File: src/hw/ooo_pkg.sv
`default_nettype none

package ooo_pkg;

    localparam int arch_reg_sz = 8;
    localparam int phys_reg_sz = 24;
    localparam int rob_sz      = 8;
    localparam int rs_sz       = 4;
    localparam int data_width  = 32;
    // immediates are zero-extended to data_width
    localparam int imm_width   = 16;
    localparam int mult_stages = 3;

    typedef logic [$clog2(arch_reg_sz)-1:0] arn_t;
    typedef logic [$clog2(phys_reg_sz)-1:0] prn_t;
    typedef logic [$clog2(rob_sz)-1:0]      robn_t;
    typedef logic [data_width-1:0]          data_t;

    typedef enum logic [2:0] {
        op_li,
        op_add,
        op_sub,
        op_xor,
        op_mul
    } opcode_t;

    typedef enum logic {
        fu_alu,
        fu_mult
    } fu_class_t;

    // reads as zero, never written architecturally
    localparam arn_t zero_reg = '0;

endpackage

`default_nettype wire

File: src/hw/rob.sv
`timescale 1ns/1ps
`default_nettype none

module rob (
    input  logic           clock,
    input  logic           reset,
    input  logic           dispatch_fire,
    input  ooo_pkg::arn_t  dispatch_dest,
    input  ooo_pkg::prn_t  dest_prn,
    input  ooo_pkg::prn_t  told_prn,
    input  logic           cdb_valid,
    input  ooo_pkg::robn_t cdb_robn,
    output logic           rob_full,
    output ooo_pkg::robn_t rob_tail,
    output logic           commit_valid,
    output ooo_pkg::arn_t  commit_arn,
    output ooo_pkg::prn_t  commit_prn,
    output logic           free_valid,
    output ooo_pkg::prn_t  free_prn
);

    ooo_pkg::arn_t  e_arn  [ooo_pkg::rob_sz];
    ooo_pkg::prn_t  e_prn  [ooo_pkg::rob_sz];
    ooo_pkg::prn_t  e_told [ooo_pkg::rob_sz];
    logic [ooo_pkg::rob_sz-1:0] used;
    logic [ooo_pkg::rob_sz-1:0] done;
    ooo_pkg::robn_t head;
    ooo_pkg::robn_t tail;
    logic [$clog2(ooo_pkg::rob_sz):0] count;

    assign rob_full     = count == ($bits(count))'(ooo_pkg::rob_sz);
    assign rob_tail     = tail;
    assign commit_valid = count != '0 && done[head];
    assign commit_arn   = e_arn[head];
    assign commit_prn   = e_prn[head];
    // previous mapping goes back to the free list
    assign free_valid   = commit_valid;
    assign free_prn     = e_told[head];

    always_ff @(posedge clock) begin
        if (reset) begin
            head  <= '0;
            tail  <= '0;
            count <= '0;
            used  <= '0;
            done  <= '0;
        end else begin
            if (cdb_valid) begin
                done[cdb_robn] <= 1'b1;
            end
            if (dispatch_fire) begin
                used[tail] <= 1'b1;
                done[tail] <= 1'b0;
                tail       <= tail + 1'b1;
            end
            if (commit_valid) begin
                used[head] <= 1'b0;
                head       <= head + 1'b1;
            end
            case ({dispatch_fire, commit_valid})
                2'b10:   count <= count + 1'b1;
                2'b01:   count <= count - 1'b1;
                default: count <= count;
            endcase
        end
    end

    always_ff @(posedge clock) begin
        if (dispatch_fire) begin
            e_arn[tail]  <= dispatch_dest;
            e_prn[tail]  <= dest_prn;
            e_told[tail] <= told_prn;
        end
    end

    assert property (@(posedge clock) disable iff (reset) commit_valid |-> used[head])
        else $error("retire from an empty reorder buffer slot");

    assert property (@(posedge clock) disable iff (reset) cdb_valid |-> used[cdb_robn])
        else $error("bus marked an empty reorder buffer slot");

endmodule

`default_nettype wire

File: config.mk
export PLATFORM = sky130hd
export DESIGN_NAME = rob
export DESIGN_NICKNAME = d
export VERILOG_FILES = /design/src/hw/ooo_pkg.sv /design/src/hw/rob.sv
export SDC_FILE = /design/constraint.sdc
export NUM_CORES = 1
export LEC_CHECK = 0
export BUFFER_PORTS_ARGS = -buffer_cell sky130_fd_sc_hd__buf_2
export CORE_MARGIN = 2
export CORE_UTILIZATION = 45
export DETAILED_ROUTE_END_ITERATION = 7
export SYNTH_ARGS = -nofsm -noshare
export SYNTH_HDL_FRONTEND = slang
export SYNTH_SLANG_ARGS = --single-unit
File: constraint.sdc
create_clock -name clock -period 5.2 [get_ports clock]
set_input_delay 0 -clock clock [delete_from_list [all_inputs] [get_ports clock]]
set_output_delay 0 -clock clock [all_outputs]
set_load 0.05 [all_outputs]
==> impl_metrics.py <==
metrics = {
    "sta": {
        "hold_ws_ns": 0.3000,
        "fin_worst_skew_ns": 0.01144,
        "finalCriticalPeriod_ns": 2.724,
        "fin_setup_tns_ns": 0,
        "rsz0062_at_grt": "false",
        "max_slew.worst_pin.slew_ns": 0.9556,
        "finalWorstSetupSlack_ns": 2.476,
        "relSlewSlack_pct": 36.30,
        "setup-violations-final": 0,
        "finalHoldViolCount": 0,
        "timing.final.crit_share_pct": 52.39,
        "final-max-slew-violation-count": 0,
        "clock.fmax_ghz": 0.3671,
    },
    "placed_design": {
        "dpl_cell_area_um2": 5329,
        "placed_cells": 442,
        "dp_slack_ns": 2.438,
        "hpwlAfterDp_um": 5417,
        "gp_congestion": 0.7985,
        "portBuffers": 38,
    },
    "power": {
        "total_leakage_power_nw": 2.102,
        "p_per_area_nw_per_um2": 397.7,
        "power.total_mw": 2.443,
        "ir_drop_mv": 0.2042,
    },
    "die": {
        "die_h_um": 108.9,
        "fp.dieW_um": 108.9,
        "num_rows": 38,
        "io_pins": 39,
        "start_util_pct": 45.85,
        "core_area_um2": 10790,
        "die_area_um2": 11850,
    },
    "run": {
        "max_cap_violations": 0,
    },
    "yosys": {
        "synthTopCellsByCount": "edfxtp_1, mux4_2, dfxtp_1, mux2_2, nor2_1",
        "synth_top_area_share_pct": 63.11,
        "synth-seq-cells": 125,
        "syn-num-nets": 292,
        "ys_types": 37,
        "syn_area_per_cell_um2": 18.53,
        "ys.flop_type": "edfxtp_1",
        "syn_area_um2": 4948,
        "yosys.area.top_type": "edfxtp_1",
        "netlist_instances": 267,
        "yosysWarnings": 0,
        "async_flop_share_pct": 0,
        "yosysMostFrequentCell": "edfxtp_1",
        "synth-seq-area-share_pct": 71.61,
        "synth_area_leaders": "edfxtp_1, mux4_2, dfxtp_1",
        "synth_edf_count": 104,
    },
    "finish": {
        "final.fill_count": 829,
        "final_cell_area_um2": 6143,
        "antenna_cells": 0,
        "nNetsFinal": 369,
        "drive_gt1_share_pct": 34.27,
        "synthToLayoutAreaGrowth_pct": 24.15,
        "seq_area_um2": 3545,
        "utilization_pct": 56.92,
        "layout.cells.non_filler": 496,
        "multi_input_area_um2": 1344,
    },
    "clocking": {
        "clkTransAtPathRegs_ns": 0.06,
        "cts_tree": "built",
        "cts_setup_buffers": 0,
        "cts_max_level": 4,
        "clock-sinks": 125,
        "ctsHoldBuffers": 23,
        "clock_latency_ns": 0.51,
        "cts_root_buffer": "clkbuf_8",
        "clk_path_buf_depth": 2,
        "cts_buffers": 17,
        "cts_resized": 0,
    },
    "outcome": {
        "status": "finished clean",
    },
    "setup_path": {
        "worstPathMaxFanout": 8,
        "start_kind": "flop",
        "critical_path_class": "flop to flop",
        "end_kind": "flop",
        "required_ns": 5.64,
        "arrival_ns": 3.16,
    },
    "global_route": {
        "grt_pass1_wl_um": 14120,
        "grt_pass1_vias": 2726,
        "grt_antenna_before_repair": 0,
        "gr-usage-all-layers_pct": 16.93,
        "grt_max_degree": 27,
        "gr-total-overflow": 0,
    },
    "drt": {
        "wl_um": 9154,
        "dr.pass1.iters": 4,
        "vias": 2632,
        "wl_per_cell_um": 18.46,
        "antenna_left": 0,
        "drc": 0,
        "drt_iter0_drc": 116,
        "viasPerCell": 5.306,
    },
    "min_path": {
        "hp-class": "primary input to flop",
    },
}
-- final timing paths --
check | from | to | slack (ns) | cells past startpoint
setup / recovery | head[0] | count[2] | 2.48 | 10
hold / removal | dest_prn[4] | e_prn[2][4] | 0.30 | 2
setup reg to reg | head[0] | count[2] | 2.48 | 10
hold reg to reg | done[0] | done[0] | 0.53 | 2
-- worst max-delay path: stages, from the launching register on --
cell and delay [ns]:
dfxtp_1 0.48, mux2i_1 0.12, a31o_1 0.27, nor3_1 0.47
ha_1 0.34, xor2_1 0.17, ha_1 0.16, a21oi_1 0.05
xor2_1 0.16, or3_1 0.30, a21oi_1 0.14
-- state kept, by name (all words and copies together), names as in the netlist, named ones only --
name / cells
done: 8
e_told: 40
e_prn: 40
e_arn: 24
count: 4
rob_tail: 3
head: 3
-- cell usage in the layout, fill, tap and decap left out, types with 2 or more instances in the layout --
cell             n
a21oi_1          8
a31oi_1          4
buf_2           38
buf_4            9
bufinv_16        3
clkbuf_16       16
clkinvlp_4       6
dfxtp_1         20
dlygate4sd3_1   23
edfxtp_1       104
ha_1             5
inv_1            2
inv_6            2
mux2_1           2
mux2_2          15
mux2i_1          5
mux4_2          26
nand2_1          3
nand2b_1         5
nor2_1          15
nor2b_1          7
nor3_1           9
nor3_2           2
nor4b_1          2
o21bai_1         2
xor2_1           4
-- layout make-up --
type                            instances  area share, %
Clock buffer                           17          6.741
Clock inverter                         14          2.770
Inverter                                2         0.1222
Multi-Input combinational cell        128          21.87
Sequential cell                       125          57.70
Tap cell                              140          2.851
Timing Repair Buffer                   70          7.943
-- where the power goes --
part	total [mW]	switching, mW	internal, mW
combinational	0.169	0.102	0.0671
clock	1.14	0.416	0.726
sequential	1.13	0.0184	1.11
-- cells by family after synthesis --
family          share of synthesized area (%)
simple gates                            5.335
xor+xnor                               0.8849
mux                                     16.71
buf+inv                                 1.441
flops                                   71.61
compound gates                          2.756
fa+ha+maj                               1.264
-- metal layers --
layer / up-vias / GRT usage, % / wire length [um]
li1: 1230 / - / -
met1: 1343 / 21.02 / 4091
met2: 53 / 28.66 / 4667
met3: 6 / 4.483 / 347
met4: 0 / 6.044 / 48
met5: - / 0 / 0
No activity file was read; power rests on OpenSTA's default activity.
