[src/hw/ooo_pkg.sv]
`default_nettype none

package ooo_pkg;

    localparam int arch_reg_sz = 8;
    localparam int phys_reg_sz = 24;
    localparam int rob_sz      = 8;
    localparam int rs_sz       = 4;
    localparam int data_width  = 32;
    // immediates are zero-extended to data_width
    localparam int imm_width   = 16;
    localparam int mult_stages = 3;

    typedef logic [$clog2(arch_reg_sz)-1:0] arn_t;
    typedef logic [$clog2(phys_reg_sz)-1:0] prn_t;
    typedef logic [$clog2(rob_sz)-1:0]      robn_t;
    typedef logic [data_width-1:0]          data_t;

    typedef enum logic [2:0] {
        op_li,
        op_add,
        op_sub,
        op_xor,
        op_mul
    } opcode_t;

    typedef enum logic {
        fu_alu,
        fu_mult
    } fu_class_t;

    // reads as zero, never written architecturally
    localparam arn_t zero_reg = '0;

endpackage

`default_nettype wire

[src/hw/rs.sv]
`timescale 1ns/1ps
`default_nettype none

module rs (
    input  logic                          clock,
    input  logic                          reset,
    input  logic                          dispatch_fire,
    input  logic                          op1_ready,
    input  logic                          op2_ready,
    input  ooo_pkg::data_t                op1,
    input  ooo_pkg::data_t                op2,
    input  ooo_pkg::prn_t                 op1_tag,
    input  ooo_pkg::prn_t                 op2_tag,
    input  ooo_pkg::prn_t                 dest_prn,
    input  ooo_pkg::robn_t                robn,
    input  ooo_pkg::opcode_t              dispatch_op,
    input  logic [ooo_pkg::imm_width-1:0] dispatch_imm,
    input  logic                          cdb_valid,
    input  ooo_pkg::prn_t                 cdb_prn,
    input  ooo_pkg::data_t                cdb_value,
    input  logic                          alu_avail,
    input  logic                          mult_avail,
    output logic                          rs_full,
    output logic                          alu_issue_valid,
    output ooo_pkg::opcode_t              alu_issue_op,
    output ooo_pkg::data_t                alu_a,
    output ooo_pkg::data_t                alu_b,
    output ooo_pkg::prn_t                 alu_prn,
    output ooo_pkg::robn_t                alu_robn,
    output logic                          mult_issue_valid,
    output ooo_pkg::data_t                mult_a,
    output ooo_pkg::data_t                mult_b,
    output ooo_pkg::prn_t                 mult_prn,
    output ooo_pkg::robn_t                mult_robn
);

    logic [ooo_pkg::rs_sz-1:0] valid;
    logic [ooo_pkg::rs_sz-1:0] r1;
    logic [ooo_pkg::rs_sz-1:0] r2;
    ooo_pkg::data_t     e_op1   [ooo_pkg::rs_sz];
    ooo_pkg::data_t     e_op2   [ooo_pkg::rs_sz];
    ooo_pkg::prn_t      e_tag1  [ooo_pkg::rs_sz];
    ooo_pkg::prn_t      e_tag2  [ooo_pkg::rs_sz];
    ooo_pkg::prn_t      e_dest  [ooo_pkg::rs_sz];
    ooo_pkg::robn_t     e_robn  [ooo_pkg::rs_sz];
    ooo_pkg::opcode_t   e_op    [ooo_pkg::rs_sz];
    ooo_pkg::fu_class_t e_class [ooo_pkg::rs_sz];
    // older[j][i] means entry j was written before entry i
    logic [ooo_pkg::rs_sz-1:0] older [ooo_pkg::rs_sz];
    logic [ooo_pkg::rs_sz-1:0] ready;
    logic [ooo_pkg::rs_sz-1:0] oldest;
    logic [ooo_pkg::rs_sz-1:0] alu_pick;
    logic [ooo_pkg::rs_sz-1:0] mult_pick;
    logic [ooo_pkg::rs_sz-1:0] wr_sel;
    logic           is_li;
    logic           in_r1;
    logic           in_r2;
    ooo_pkg::data_t in_op1;
    ooo_pkg::data_t in_op2;

    assign rs_full = &valid;

    // oldest ready entry per unit class
    always_comb begin
        for (int i = 0; i < ooo_pkg::rs_sz; i++) begin
            ready[i] = valid[i] && r1[i] && r2[i];
        end
        for (int i = 0; i < ooo_pkg::rs_sz; i++) begin
            oldest[i] = ready[i];
            for (int j = 0; j < ooo_pkg::rs_sz; j++) begin
                if (ready[j] && older[j][i] && e_class[j] == e_class[i]) begin
                    oldest[i] = 1'b0;
                end
            end
            alu_pick[i]  = oldest[i] && alu_avail && e_class[i] == ooo_pkg::fu_alu;
            mult_pick[i] = oldest[i] && mult_avail && e_class[i] == ooo_pkg::fu_mult;
        end
    end

    always_comb begin
        alu_issue_valid  = |alu_pick;
        mult_issue_valid = |mult_pick;
        alu_issue_op     = ooo_pkg::op_li;
        alu_a            = '0;
        alu_b            = '0;
        alu_prn          = '0;
        alu_robn         = '0;
        mult_a           = '0;
        mult_b           = '0;
        mult_prn         = '0;
        mult_robn        = '0;
        for (int i = 0; i < ooo_pkg::rs_sz; i++) begin
            if (alu_pick[i]) begin
                alu_issue_op = e_op[i];
                alu_a        = e_op1[i];
                alu_b        = e_op2[i];
                alu_prn      = e_dest[i];
                alu_robn     = e_robn[i];
            end
            if (mult_pick[i]) begin
                mult_a    = e_op1[i];
                mult_b    = e_op2[i];
                mult_prn  = e_dest[i];
                mult_robn = e_robn[i];
            end
        end
    end

    // li takes the immediate as its second operand
    always_comb begin
        is_li  = dispatch_op == ooo_pkg::op_li;
        in_r1  = is_li || op1_ready || (cdb_valid && cdb_prn == op1_tag);
        in_r2  = is_li || op2_ready || (cdb_valid && cdb_prn == op2_tag);
        in_op1 = is_li ? '0 : (op1_ready ? op1 : cdb_value);
        in_op2 = is_li ? ooo_pkg::data_t'(dispatch_imm) : (op2_ready ? op2 : cdb_value);
        wr_sel = '0;
        for (int i = ooo_pkg::rs_sz - 1; i >= 0; i--) begin
            if (!valid[i]) begin
                wr_sel    = '0;
                wr_sel[i] = 1'b1;
            end
        end
    end

    always_ff @(posedge clock) begin
        if (reset) begin
            valid <= '0;
        end else begin
            valid <= (valid & ~(alu_pick | mult_pick)) | (dispatch_fire ? wr_sel : '0);
        end
    end

    always_ff @(posedge clock) begin
        for (int i = 0; i < ooo_pkg::rs_sz; i++) begin
            if (cdb_valid && !r1[i] && e_tag1[i] == cdb_prn) begin
                r1[i]    <= 1'b1;
                e_op1[i] <= cdb_value;
            end
            if (cdb_valid && !r2[i] && e_tag2[i] == cdb_prn) begin
                r2[i]    <= 1'b1;
                e_op2[i] <= cdb_value;
            end
            if (dispatch_fire && wr_sel[i]) begin
                r1[i]      <= in_r1;
                r2[i]      <= in_r2;
                e_op1[i]   <= in_op1;
                e_op2[i]   <= in_op2;
                e_tag1[i]  <= op1_tag;
                e_tag2[i]  <= op2_tag;
                e_dest[i]  <= dest_prn;
                e_robn[i]  <= robn;
                e_op[i]    <= dispatch_op;
                e_class[i] <= dispatch_op == ooo_pkg::op_mul ? ooo_pkg::fu_mult : ooo_pkg::fu_alu;
                older[i]   <= '0;
                for (int j = 0; j < ooo_pkg::rs_sz; j++) begin
                    older[j][i] <= valid[j];
                end
            end
        end
    end

    assert property (@(posedge clock) disable iff (reset) dispatch_fire |-> !rs_full)
        else $error("reservation station written while full");

endmodule

`default_nettype wire

[config.mk]
export PLATFORM = sky130hd
export DESIGN_NAME = rs
export DESIGN_NICKNAME = d
export VERILOG_FILES = /design/src/hw/ooo_pkg.sv /design/src/hw/rs.sv
export SDC_FILE = /design/constraint.sdc
export NUM_CORES = 1
export LEC_CHECK = 0
export CAP_MARGIN = 15
export CORE_MARGIN = 2
export CORE_UTILIZATION = 40
export CTS_BUF_LIST = sky130_fd_sc_hd__clkbuf_4 sky130_fd_sc_hd__clkbuf_8
export DETAILED_ROUTE_END_ITERATION = 10
export DONT_BUFFER_PORTS = 1
export GPL_ROUTABILITY_DRIVEN = 0
export REMOVE_ABC_BUFFERS = 1
export SETUP_SLACK_MARGIN = 0.15
export SKIP_CTS_REPAIR_TIMING = 1
export SLEW_MARGIN = 10
export SYNTH_ARGS = -nofsm -noshare
export SYNTH_HDL_FRONTEND = slang
export SYNTH_SLANG_ARGS = --single-unit
[constraint.sdc]
create_clock -name clock -period 5.8 [get_ports clock]
set_clock_uncertainty 0.05 [all_clocks]
set_input_delay 0.58 -clock clock [delete_from_list [all_inputs] [get_ports clock]]
set_output_delay 0.58 -clock clock [all_outputs]
set_load 0.02 [all_outputs]
==> results.cfg <==
[outcome]
run_status = finished clean

[worst_setup_path]
cp_data_arrival_time_ps = 3940
rr_endpoint = e_op1[2][15]$_DFFE_PP_
crit_chain = xnor2_1, nand3_1, and4_4, nor2_4, buf_4, a22oi_1, o21ai_0
path_class = reg2out
timing.rr.start = valid[1]$_SDFF_PP0_
startpoint = e_class[2]$_DFFE_PP_
crit_slowest_cell = nor2_4
r2r_cells = 5
cp-end-kind = output port
critPathLaunchType = register
max_stage_delay_ps = 750
worstPathMaxFanout = 39
reg2reg_slack_ps = 2330
cp.required_ps = 5170

[clock_network]
clk_latency_ps = 640
clk_pin_slew_ps = 60
cts_tree = yes
clockBufferDepth = 3
htreeDepth = 3
cts_root_buffer = clkbuf_8
cts_sinks = 372
numCtsBuffers = 69

[floorplanning]
io_pins = 296
rows = 80
dieArea_um2 = 50120
core_area_um2 = 47750
initial_core_util = 0.4050
die_x_um = 223.9
die_h_um = 223.9

[sta]
rsz0062_at_grt = no
tightest_slew_ps = 1204
slew_headroom = 0.1975
drv_slew = 0
hold-worst-slack_ps = 77.06
fin_crit_ps = 4575
setup_slack_ps = 1225
setup_total_negative_slack_ps = 0
fmax_mhz = 218.6
finalHoldViolCount = 0
setup_viol = 0
period_share = 0.7888

[power]
irDropWorstVdd_mv = 0.1998
p_leak_uw = 0.007079
p_per_area_nw_per_um2 = 283.3

[synthesis]
synth.avg_cell_area_um2 = 10.31
synth_enable_flop_cells = 365
synth_area_um2 = 19340
synth.distinct_cells = 58
syn_inst = 1875
synth-seq-cells = 372
ys.flop_type = edfxtp_1
seq_area_frac_synth = 0.5741
synth_warnings = 0
async_reset_ff_frac = 0

[job]
drv_cap = 0

[global_route]
first_global_vias = 15530
antenna_found_initial = 5
track_usage = 0.2972
grt-ovfl-total = 0
grt_max_degree = 58
grt_pass1_wl_mm = 107.3

[detailed_routing]
routedWlPerCell_um = 30.64
vias = 16260
drc = 0
firstDrtPassIters = 6
drt_iter0_drc = 2174
routed_wl_mm = 76.63
final_antenna_net_count = 0
viasPerCell = 6.501

[finish]
final_cell_mix = edfxtp_1, nand2_1, o21ai_0, a22oi_1, mux2i_1
nets = 1980
mostFrequentLayoutCell = edfxtp_1
drive_above_1_share = 0.1035
nFillCells = 4423
areaGrowthSynthToFinish_pct = 10.46

[min_path]
whs_path_depth = 2
min_from = cdb_value[10]
hold_path_class = in2reg
min_to = e_op1[3][10]$_DFFE_PP_

[placed_design]
io_buffers = 0
post-dp-hpwl_mm = 44.98
pre_cts_ws_ps = 1962
power breakdown:
part / switching, µW / internal (µW) / leakage [µW]
sequential: 41.2 / 3070 / 0.00342
clock: 1140 / 1350 / 0.000693
combinational: 315 / 132 / 0.00297
total: 1500 / 4550 / 0.00708
cell usage after synthesis (all sizes together), types with 3 or more instances:
library cell,number,area [µm²]
o21ai,409,2047
nor2,80,317.8
nand3,8,40.04
nor4,3,18.77
a21oi,70,350.3
nand2,332,1246
nor3b,4,35.03
nor3,5,63.81
a22oi,86,645.6
nand2b,4,25.02
and3,8,50.05
inv,26,97.59
o41ai,4,35.03
xnor2,31,271.5
o22ai,21,131.4
a222oi,3,30.03
xor2,13,113.9
nor2b,21,131.4
and4,4,35.03
edfxtp,365,10960
mux2i,86,860.8
o211ai,4,43.79
clkbuf,131,518.0
dfxtp,7,140.1
a221oi,61,534.3
buf,47,286.5
nand4,15,93.84
or4,3,26.27
a2111oi,3,26.28
sequential cells by signal, summed over array words and instances, names as in the netlist:
signal   flops
r2           4
r1           4
e_op2      128
older       16
e_tag2      20
e_tag1      20
e_op1      128
valid        4
e_op        12
e_robn      12
e_dest      20
e_class      4
how the worst max path moves through the flow:
| stage | to | slack [ps] | cells past startpoint |
|---|---|---|---|
| detailed placement | alu_a[24] | 1960 | 7 |
| global placement | alu_a[24] | 1940 | 7 |
| CTS | alu_a[24] | 1240 | 7 |
| floorplan | alu_a[11] | 90 | 5 |
| global route | alu_b[5] | 1140 | 7 |
| finish | alu_b[5] | 1230 | 7 |
routing by layer:
| layer | vias up | GRT usage | wire, µm | part of all wire |
|---|---|---|---|---|
| li1 | 6899 | - | - | - |
| met1 | 8026 | 0.3854 | 29570 | 0.39 |
| met2 | 1128 | 0.4646 | 35400 | 0.46 |
| met3 | 199 | 0.08145 | 8485 | 0.11 |
| met4 | 6 | 0.1357 | 3130 | 0.041 |
| met5 | - | 0 | 40 | 0.00052 |
stage by stage:
| step | instance area [µm²] | total power (µW) | cells | util |
|---|---|---|---|---|
| 2_1_floorplan | 18540 | 3418 | 1699 | - |
| 3_3_place_gp | 19780 | 3565 | 2354 | 0.4142 |
| 3_5_place_dp | 19780 | 3579 | 2354 | 0.4142 |
| 4_1_cts | 21100 | 6038 | 2475 | 0.4418 |
| 5_1_grt | 21360 | 6213 | 2501 | 0.4473 |
| 6_report | 21360 | 6051 | 2501 | 0.4473 |
final cells by class:
cell class              count  area (µm²)  area share
diodes                      2       5.005   0.0002343
well taps                 615       769.5     0.03603
clock inverters            24       138.9    0.006503
repair buffers             64       558.0     0.02613
multi-input cells        1300        7506      0.3514
inverters                  27       101.3    0.004745
clock buffers              97        1179     0.05518
flip-flops and latches    372       11100      0.5197
worst max-delay path, delay by kind of cell, from the launching register on:
kind | cells | cell delay [ps]
AOI/OAI and AO/OA | 2 | 520
and+or+nand+nor | 3 | 1480
buffers and inverters | 1 | 530
DFF | 1 | 480
xor gates and xnor gates | 1 | 270
logic make-up after synthesis:
| group | count (synthesis) | synth area share |
|---|---|---|
| muxes | 86 | 0.04452 |
| AOI/OAI and AO/OA | 669 | 0.2021 |
| and+or+nand+nor | 498 | 0.1123 |
| buffers and inverters | 205 | 0.04685 |
| xor gates and xnor gates | 44 | 0.01993 |
| DFF | 372 | 0.5741 |
| other | 1 | 0.0001939 |
No activity file was read; power rests on OpenSTA's default activity.
