<file path="config.mk">
export PLATFORM = sky130hd
export DESIGN_NAME = fu_cdb
export DESIGN_NICKNAME = d
export VERILOG_FILES = /design/src/hw/ooo_pkg.sv /design/src/hw/fu_cdb.sv
export SDC_FILE = /design/constraint.sdc
export NUM_CORES = 1
export LEC_CHECK = 0
export ABC_AREA = 1
export BUFFER_PORTS_ARGS = -buffer_cell sky130_fd_sc_hd__buf_4
export CAP_MARGIN = 20
export CORE_MARGIN = 2
export CORE_UTILIZATION = 57
export CTS_CLUSTER_DIAMETER = 30
export CTS_CLUSTER_SIZE = 25
export DETAILED_ROUTE_END_ITERATION = 12
export GPL_TIMING_DRIVEN = 0
export PLACE_DENSITY = 0.79
export SLEW_MARGIN = 5
export SYNTH_ARGS = -nofsm -noshare
export SYNTH_HDL_FRONTEND = slang
export SYNTH_SLANG_ARGS = --single-unit
</file>
<file path="constraint.sdc">
create_clock -name clock -period 8.2 [get_ports clock]
set_input_delay 2.05 -clock clock [delete_from_list [all_inputs] [get_ports clock]]
set_output_delay 2.05 -clock clock [all_outputs]
set_load 0.1 [all_outputs]
</file>
<file path="src/hw/ooo_pkg.sv">
`default_nettype none

package ooo_pkg;

    localparam int arch_reg_sz = 8;
    localparam int phys_reg_sz = 24;
    localparam int rob_sz      = 8;
    localparam int rs_sz       = 4;
    localparam int data_width  = 32;
    // immediates are zero-extended to data_width
    localparam int imm_width   = 16;
    localparam int mult_stages = 3;

    typedef logic [$clog2(arch_reg_sz)-1:0] arn_t;
    typedef logic [$clog2(phys_reg_sz)-1:0] prn_t;
    typedef logic [$clog2(rob_sz)-1:0]      robn_t;
    typedef logic [data_width-1:0]          data_t;

    typedef enum logic [2:0] {
        op_li,
        op_add,
        op_sub,
        op_xor,
        op_mul
    } opcode_t;

    typedef enum logic {
        fu_alu,
        fu_mult
    } fu_class_t;

    // reads as zero, never written architecturally
    localparam arn_t zero_reg = '0;

endpackage

`default_nettype wire

</file>
<file path="src/hw/fu_cdb.sv">
`timescale 1ns/1ps
`default_nettype none

module fu_cdb (
    input  logic             clock,
    input  logic             reset,
    input  logic             alu_issue_valid,
    input  ooo_pkg::opcode_t alu_issue_op,
    input  ooo_pkg::data_t   alu_a,
    input  ooo_pkg::data_t   alu_b,
    input  ooo_pkg::prn_t    alu_prn,
    input  ooo_pkg::robn_t   alu_robn,
    input  logic             mult_issue_valid,
    input  ooo_pkg::data_t   mult_a,
    input  ooo_pkg::data_t   mult_b,
    input  ooo_pkg::prn_t    mult_prn,
    input  ooo_pkg::robn_t   mult_robn,
    output logic             alu_avail,
    output logic             mult_avail,
    output logic             cdb_valid,
    output ooo_pkg::prn_t    cdb_prn,
    output ooo_pkg::robn_t   cdb_robn,
    output ooo_pkg::data_t   cdb_value
);

    ooo_pkg::data_t alu_result;
    logic           alu_valid;
    ooo_pkg::data_t alu_out;
    ooo_pkg::prn_t  alu_out_prn;
    ooo_pkg::robn_t alu_out_robn;
    logic [ooo_pkg::mult_stages-1:0] m_valid;
    ooo_pkg::data_t m_prod [ooo_pkg::mult_stages];
    ooo_pkg::prn_t  m_prn  [ooo_pkg::mult_stages];
    ooo_pkg::robn_t m_robn [ooo_pkg::mult_stages];
    logic           mult_done;

    always_comb begin
        case (alu_issue_op)
            ooo_pkg::op_li:  alu_result = alu_b;
            ooo_pkg::op_add: alu_result = alu_a + alu_b;
            ooo_pkg::op_sub: alu_result = alu_a - alu_b;
            ooo_pkg::op_xor: alu_result = alu_a ^ alu_b;
            default:         alu_result = '0;
        endcase
    end

    assign mult_done  = m_valid[ooo_pkg::mult_stages-1];
    // the held ALU result drains whenever the multiplier is quiet
    assign alu_avail  = !alu_valid || !mult_done;
    assign mult_avail = 1'b1;

    // multiplier wins the bus
    assign cdb_valid = mult_done || alu_valid;
    assign cdb_prn   = mult_done ? m_prn[ooo_pkg::mult_stages-1] : alu_out_prn;
    assign cdb_robn  = mult_done ? m_robn[ooo_pkg::mult_stages-1] : alu_out_robn;
    assign cdb_value = mult_done ? m_prod[ooo_pkg::mult_stages-1] : alu_out;

    always_ff @(posedge clock) begin
        if (reset) begin
            alu_valid <= 1'b0;
            m_valid   <= '0;
        end else begin
            if (alu_issue_valid) begin
                alu_valid <= 1'b1;
            end else if (!mult_done) begin
                alu_valid <= 1'b0;
            end
            m_valid <= {m_valid[ooo_pkg::mult_stages-2:0], mult_issue_valid};
        end
    end

    always_ff @(posedge clock) begin
        if (alu_issue_valid) begin
            alu_out      <= alu_result;
            alu_out_prn  <= alu_prn;
            alu_out_robn <= alu_robn;
        end
        // low word of the product
        m_prod[0] <= mult_a * mult_b;
        m_prn[0]  <= mult_prn;
        m_robn[0] <= mult_robn;
        for (int s = 1; s < ooo_pkg::mult_stages; s++) begin
            m_prod[s] <= m_prod[s-1];
            m_prn[s]  <= m_prn[s-1];
            m_robn[s] <= m_robn[s-1];
        end
    end

    assert property (@(posedge clock) disable iff (reset)
        alu_issue_valid && alu_valid |-> !mult_done)
        else $error("ALU result overwritten before broadcast");

endmodule

`default_nettype wire

</file>
==> results.cfg, run 1 <==
[run_status]
status = finished clean

[synthesis]
synth.distinct_cells = 51
synth_top_flop_cell = dfxtp_1
synth.cell_area_mm2 = 0.0243
synth_fp_nets = 3894
avgSynthCellArea_um2 = 7.65
synth_common_cells = 952 x nand2_1, 824 x inv_1, 409 x fa_1, 155 x ha_1, 124 x dfxtp_1
synth.most_common_cell = nand2_1
synth_edf_count = 40
netlist_instances = 3179
synth_top_area_share_pct = 33.7
yosysTopAreaCell = fa_1
synthTopCellsByArea = fa_1 34%, nand2_1 15%, inv_1 13%
seq_area_frac_synth_pct = 15.2
asyncSetResetFlopFracSynth_pct = 0
yosys_warnings = 0
synth-seq-cells = 164

[hold_path]
min_path_cells = 0
hold_start = m_prod[0][36]$_DFF_P_
hold_path_class = reg -> reg
hold_end = m_prod[0][68]$_DFF_P_

[worst_setup_path]
cpMostUsedCell = fa_1
reg2reg_from = m_valid[2]$_SDFF_PP0_
crit_buf_inv = 8
critPathRequiredTime_ns = 8.53
r2r-end = alu_valid$_SDFFE_PP0P_
path_class = in -> reg
slowest_delay_ns = 0.57
cp_slowest_cell = fa_1
startpoint_type = input port
cp_max_fo = 12
worst_r2r_path_depth = 3
critical_path_arrival_ns = 8.44
end_kind = flip-flop
path_delay_family = adder cells
reg2reg_setup_slack_ns = 7.06

[layout]
final_layout_size_suffix_gt1_share_pct = 10.4
final_nets = 4065
fin_util_pct = 64.5
area_delta_synth_final_pct = 11.5

[global_routing]
grt_pass1_vias = 21100
antenna_found_initial = 0
globalRouteOverflowTotal = 0
grt_pass1_wl_mm = 110
grt_max_degree = 42
grt.total_usage_pct = 32.6

[timing]
fin_worst_skew_ns = 0.00852
max_freq_mhz = 123
finalCritPeriodShare_pct = 98.9
period_minus_slack_ns = 8.11
tightestPinTransition_ns = 0.826
setup_viol = 0
slew_viol_final = 0
finalHoldViolCount = 0
rsz0062_at_grt = yes
slew-limit-headroom_pct = 44.9

[route]
wl_per_cell_um = 17.8
vias_per_cell = 5.30
drt-initial-drc-count = 1873
postRouteAntennaNets = 0
dr.pass1.iters = 6
wirelength_mm = 69.4
vias = 20700
drc = 0

[cts]
cts.sinks = 164
cts_root_buffer = clkbuf_16
cts_tree = done
cts_hold_buf = 0
cts_htree_levels = 4
clock_path_buffers = 2
cts_buffers = 17
worstSkewPairLatency_ns = 0.43
clk_pin_slew_worst_paths_ns = 0.07

[die]
die_area_mm2 = 0.0443
io-pin-count = 194
row_count = 75
die_h_um = 211
core_area_mm2 = 0.0420
die_w_um = 211
initial_core_util_pct = 57.8

[placed_design]
io_buffers = 162
gp_congestion = 0.993
dpl.hpwl_mm = 58.2

[job]
maxCapViolations = 0
-- registers in the layout (all words and copies together) (netlist names) --
| name | count |
|---|---|
| alu_out | 32 |
| alu_out_prn | 5 |
| alu_out_robn | 3 |
| alu_valid | 1 |
| m_prn | 15 |
| m_prod | 96 |
| m_robn | 9 |
| m_valid | 3 |
-- per-stage QoR --
step	setup WS, ns	TNS (ns)	instances	cell area [um^2]	hold slack, ns
floorplan	0.0383	0	3179	24300	0.310
global placement	-1.24	-12.62	3880	26200	0.310
detailed placement	-1.36	-13.97	3880	26200	0.312
CTS	0.00238	0	3907	26900	0.321
global route	-0.0996	-0.231	3901	27100	0.329
finish	0.0908	0	3902	27100	0.319
-- routing by layer --
layer / track usage (%) / part of all wire, % / wire (um)
met1: 39.9 / 38 / 26100
met2: 53.3 / 46 / 31600
met3: 6.53 / 9.8 / 6820
met4: 20.2 / 7.0 / 4880
met5: 0 / 0 / 0
-- cells by family after synthesis --
group | share of synthesized area [%]
compound gates | 5.02
xor+xnor | 2.81
fa+ha+maj | 41.7
buf+inv | 15.1
flops | 15.2
other cells | 0.0154
simple gates | 20.3
-- worst reg2reg max path: stages (launching register included) --
cell and delay (ns):
dfxtp_1 0.31, clkbuf_1 0.47, nand2_1 0.16, a21oi_1 0.14
-- how the worst max path moves through the flow --
| stage | slack, ns | to | from | cells past startpoint |
|---|---|---|---|---|
| after global placement | -1.24 | m_prod[0][31]$_DFF_P_ | mult_b[2] | 26 |
| after CTS | 0.002 | m_prod[0][28]$_DFF_P_ | mult_a[3] | 28 |
| after global routing | -0.1 | m_prod[0][29]$_DFF_P_ | mult_a[5] | 23 |
| after floorplan | 0.04 | m_prod[0][30]$_DFF_P_ | mult_b[3] | 28 |
| after detailed placement | -1.36 | m_prod[0][31]$_DFF_P_ | mult_b[2] | 26 |
| final | 0.09 | m_prod[0][31]$_DFF_P_ | mult_a[12] | 25 |
-- final cells by class --
class	count	area (um^2)
multi-input cells	2056	17100
fillers	3612	14900
flip-flops and latches	164	3680
inverters	830	3120
repair buffers	166	1250
plain buffers	115	734
well taps	539	674
clock buffers	20	479
clock inverters	11	114
diodes	1	2.50
-- what timing repair did --
item	in CTS	in global routing
buffers inserted	0	4
gates resized for setup	60	129
setup endpoints to repair	13	11
pin swaps	0	13
cloned	0	0
-- layout by cell type, fill, tap and decap left out, types with 6 or more instances in the layout --
master     instances
a21o_1            12
a21oi_1           75
a21oi_2            7
a22oi_1            9
a31oi_1            8
buf_2             20
buf_4            184
buf_6             17
clkbuf_1          38
clkbuf_16         19
clkbuf_2           9
clkbuf_4          10
dfxtp_1          124
edfxtp_1          40
fa_1             407
ha_1             153
inv_1            824
inv_2              6
nand2_1          949
nand2_2            7
nand3_1          107
nor2_1            64
nor3_1            18
o211ai_1          14
o21ai_0           43
o21ai_1            6
o21bai_1           8
or2_2             26
xnor2_1           22
xor2_1            56
Power of run 1 is left out: the tool's default activity adds up to more than one toggle a clock period on the data nets, which glitch-free logic cannot reach.
==> run 2, diff against run 1 <==
ABC_AREA = unset   (was 1)
CORE_MARGIN = 10   (was 2)
PLACE_DENSITY = 0.8   (was 0.79)
==> results.cfg, run 2 <==
[synthesis]
asyncSetResetFlopFracSynth_pct = 0
synth_edf_count = 40
synth_xor_area_share_pct = 6.44
yosys.area_share.simple_pct = 16.0
synthMuxAreaShare_pct = 2.12
synth.cell_area_mm2 = 0.0231
synth_top_family_by_area = adder cells
synth_common_cells = 411 x inv_1, 409 x fa_1, 312 x nand2_1, 277 x and2_1, 155 x ha_1
synthTopCellsByArea = fa_1 35%, dfxtp_1 11%, ha_1 8.4%
avgSynthCellArea_um2 = 9.40
synth_fp_nets = 3175
yosysTopAreaCell = fa_1
netlist_instances = 2460
synth_top_flop_cell = dfxtp_1
synth_top_area_share_pct = 35.4
synth-seq-cells = 164
yosys_warnings = 0
seq_area_frac_synth_pct = 15.9
synthAdderAreaFrac_pct = 43.8
synth.most_common_cell = inv_1
synth_compound_area_share_pct = 7.07
synth.distinct_cells = 63

[worst_setup_path]
crit_buf_inv = 6
path_class = in -> reg
slowest_delay_ns = 0.56
critPathRequiredTime_ns = 8.55
cpMostUsedCell = fa_1
startpoint_type = input port
cp_slowest_cell = fa_1
cp_max_fo = 10
path_delay_family = adder cells
end_kind = flip-flop
critical_path_arrival_ns = 8.71
path_cells = buf_4 -> clkbuf_4 -> and2_1 -> fa_1 -> fa_1 -> inv_1 -> fa_1 -> fa_1 -> inv_1 -> fa_1 -> inv_1 -> fa_1 -> fa_1 -> inv_1 -> fa_1 -> ha_1 -> or2_2 -> o311a_1 -> o21a_1 -> o21ai_2 -> nor2b_4 -> xnor2_1

[placed_design]
io_buffers = 177
placed_area_mm2 = 0.0252
dpl.hpwl_mm = 60.8
gp_congestion = 1.02
dp_cells = 3163

[layout]
final_common_cell = inv_1
top_regs = m_prod: 96 flops, alu_out: 32 flops, m_prn: 15 flops
nFillCells = 3178
final_cell_mix = 410 x inv_1, 402 x fa_1, 312 x nand2_1
multi_input_area_mm2 = 0.0177
regMostFlops = m_prod
area_delta_synth_final_pct = 16.1
largest_reg_flops = 96
final_nets = 3400
postLayoutCellArea_mm2 = 0.0268
seq_area_mm2 = 0.00368
fin_cells = 3225
final_layout_size_suffix_gt1_share_pct = 15.3
fin_util_pct = 67.2

[timing]
whs_ns = 0.321
finalCritPeriodShare_pct = 102
slew-limit-headroom_pct = 45.2
finalHoldViolCount = 0
tightestPinTransition_ns = 0.822
max_freq_mhz = 120
rsz0062_at_grt = yes
slew_viol_final = 0
period_minus_slack_ns = 8.36
setup_slack_ns = -0.159
setup_viol = 5
fin_worst_skew_ns = 0.0137

[global_routing]
grt_max_degree = 42
antenna_found_initial = 4
use_met2_pct = 48.4
top_usage_layer = met2
grt_pass1_wl_mm = 114
use_met1_pct = 36.5
grt.total_usage_pct = 30.1
globalRouteOverflowTotal = 0
grt_pass1_vias = 19800
met3_usage_pct = 5.72

[die]
row_count = 73
core_area_mm2 = 0.0399
initial_core_util_pct = 57.9
io-pin-count = 194
die_w_um = 221
die_area_mm2 = 0.0490
die_h_um = 221

[cts]
worstSkewPairLatency_ns = 0.42
cts_buffers = 17
clk_pin_slew_worst_paths_ns = 0.07
cts_root_buffer = clkbuf_16
clock_path_buffers = 2
cts.sinks = 164
cts_tree = done
cts_htree_levels = 4

[route]
vias = 18700
wirelength_mm = 74.5
wl_per_cell_um = 23.1
drc = 0
dr.pass1.iters = 5
drt-initial-drc-count = 1837
vias_per_cell = 5.79
postRouteAntennaNets = 0

[run_status]
violations = setup timing
status = complete, but fails checks

[hold_path]
hold_path_class = reg -> reg

[job]
maxCapViolations = 0
## run 2: cell count changes in the layout (fill, tap and decap cells not counted), sizes merged, moves of 18 or more
cell | previous run | this run
clkbuf | 76 | 104
xnor2 | 22 | 120
a21oi | 82 | 61
mux2 | 0 | 40
nor2b | 0 | 24
or2 | 29 | 9
inv | 835 | 420
a211oi | 0 | 34
and2 | 1 | 277
nand3 | 112 | 9
buf | 225 | 243
nand2 | 956 | 312
## run 2: layout make-up
| cell class | instances | area share, % |
|---|---|---|
| inverter | 411 | 5.75 |
| tap | 525 | 2.45 |
| multi-input combinational | 1764 | 66.0 |
| sequential | 164 | 13.7 |
| buffer | 110 | 3.47 |
| timing repair buffer | 217 | 6.39 |
| clock buffer | 20 | 1.79 |
| clock inverter | 12 | 0.452 |
| antenna | 2 | 0.0186 |
## run 2: logic make-up (layout without fill, tap and decap cells)
group	after synthesis	after routing
buffers and inverters	532	770
flip-flops	164	164
AO/OA/AOI/OAI	246	246
AND/OR/NAND/NOR	739	739
multiplexers	44	44
XOR/XNOR	170	170
adder cells (fa/ha/maj)	564	564
other	1	3
## run 2: per-stage QoR
stage | setup TNS [ns] | setup slack, ns
after global placement | -15.55 | -1.55
after floorplan | -0.330 | -0.170
after detailed placement | -17.31 | -1.60
after global routing | -1.47 | -0.318
after CTS | -0.0842 | -0.0647
final | -0.646 | -0.159
## run 2: worst paths after layout
kind / from / end / slack (ns) / depth (start not counted)
hold / removal: m_prod[0][33]$_DFF_P_ / m_prod[0][65]$_DFF_P_ / 0.32 / 0
hold reg to reg: m_prod[0][33]$_DFF_P_ / m_prod[0][65]$_DFF_P_ / 0.32 / 0
setup / recovery: mult_a[18] / m_prod[0][28]$_DFF_P_ / -0.16 / 22
setup reg to reg: m_valid[2]$_SDFF_PP0_ / alu_valid$_SDFFE_PP0P_ / 6.70 / 4
## run 2: layer usage
metal  vias to the layer above  part of all wire (%)
met4                         0                   7.9
li1                       8020                     -
met2                      1064                    46
met1                      9279                    37
met3                       308                   8.5
met5                         -                     0
## run 2: what timing repair did
| item | 4_1_cts | 5_1_grt |
|---|---|---|
| cloned | 0 | 0 |
| setup endpoints to repair | 15 | 13 |
| hold buffers | 0 | 0 |
| gates resized for setup | 162 | 71 |
| pin swaps | 41 | 22 |
| setup buffers | 32 | 8 |
| endpoints found under the hold margin | 0 | 0 |
## run 2: worst reg2reg max path, cell delays in order (launching register included)
cell      delay, ns
dfxtp_1        0.32
clkbuf_1       0.47
clkbuf_1       0.43
a21oi_1        0.13
nor2_1         0.10
Power of run 2 is left out for the same reason.
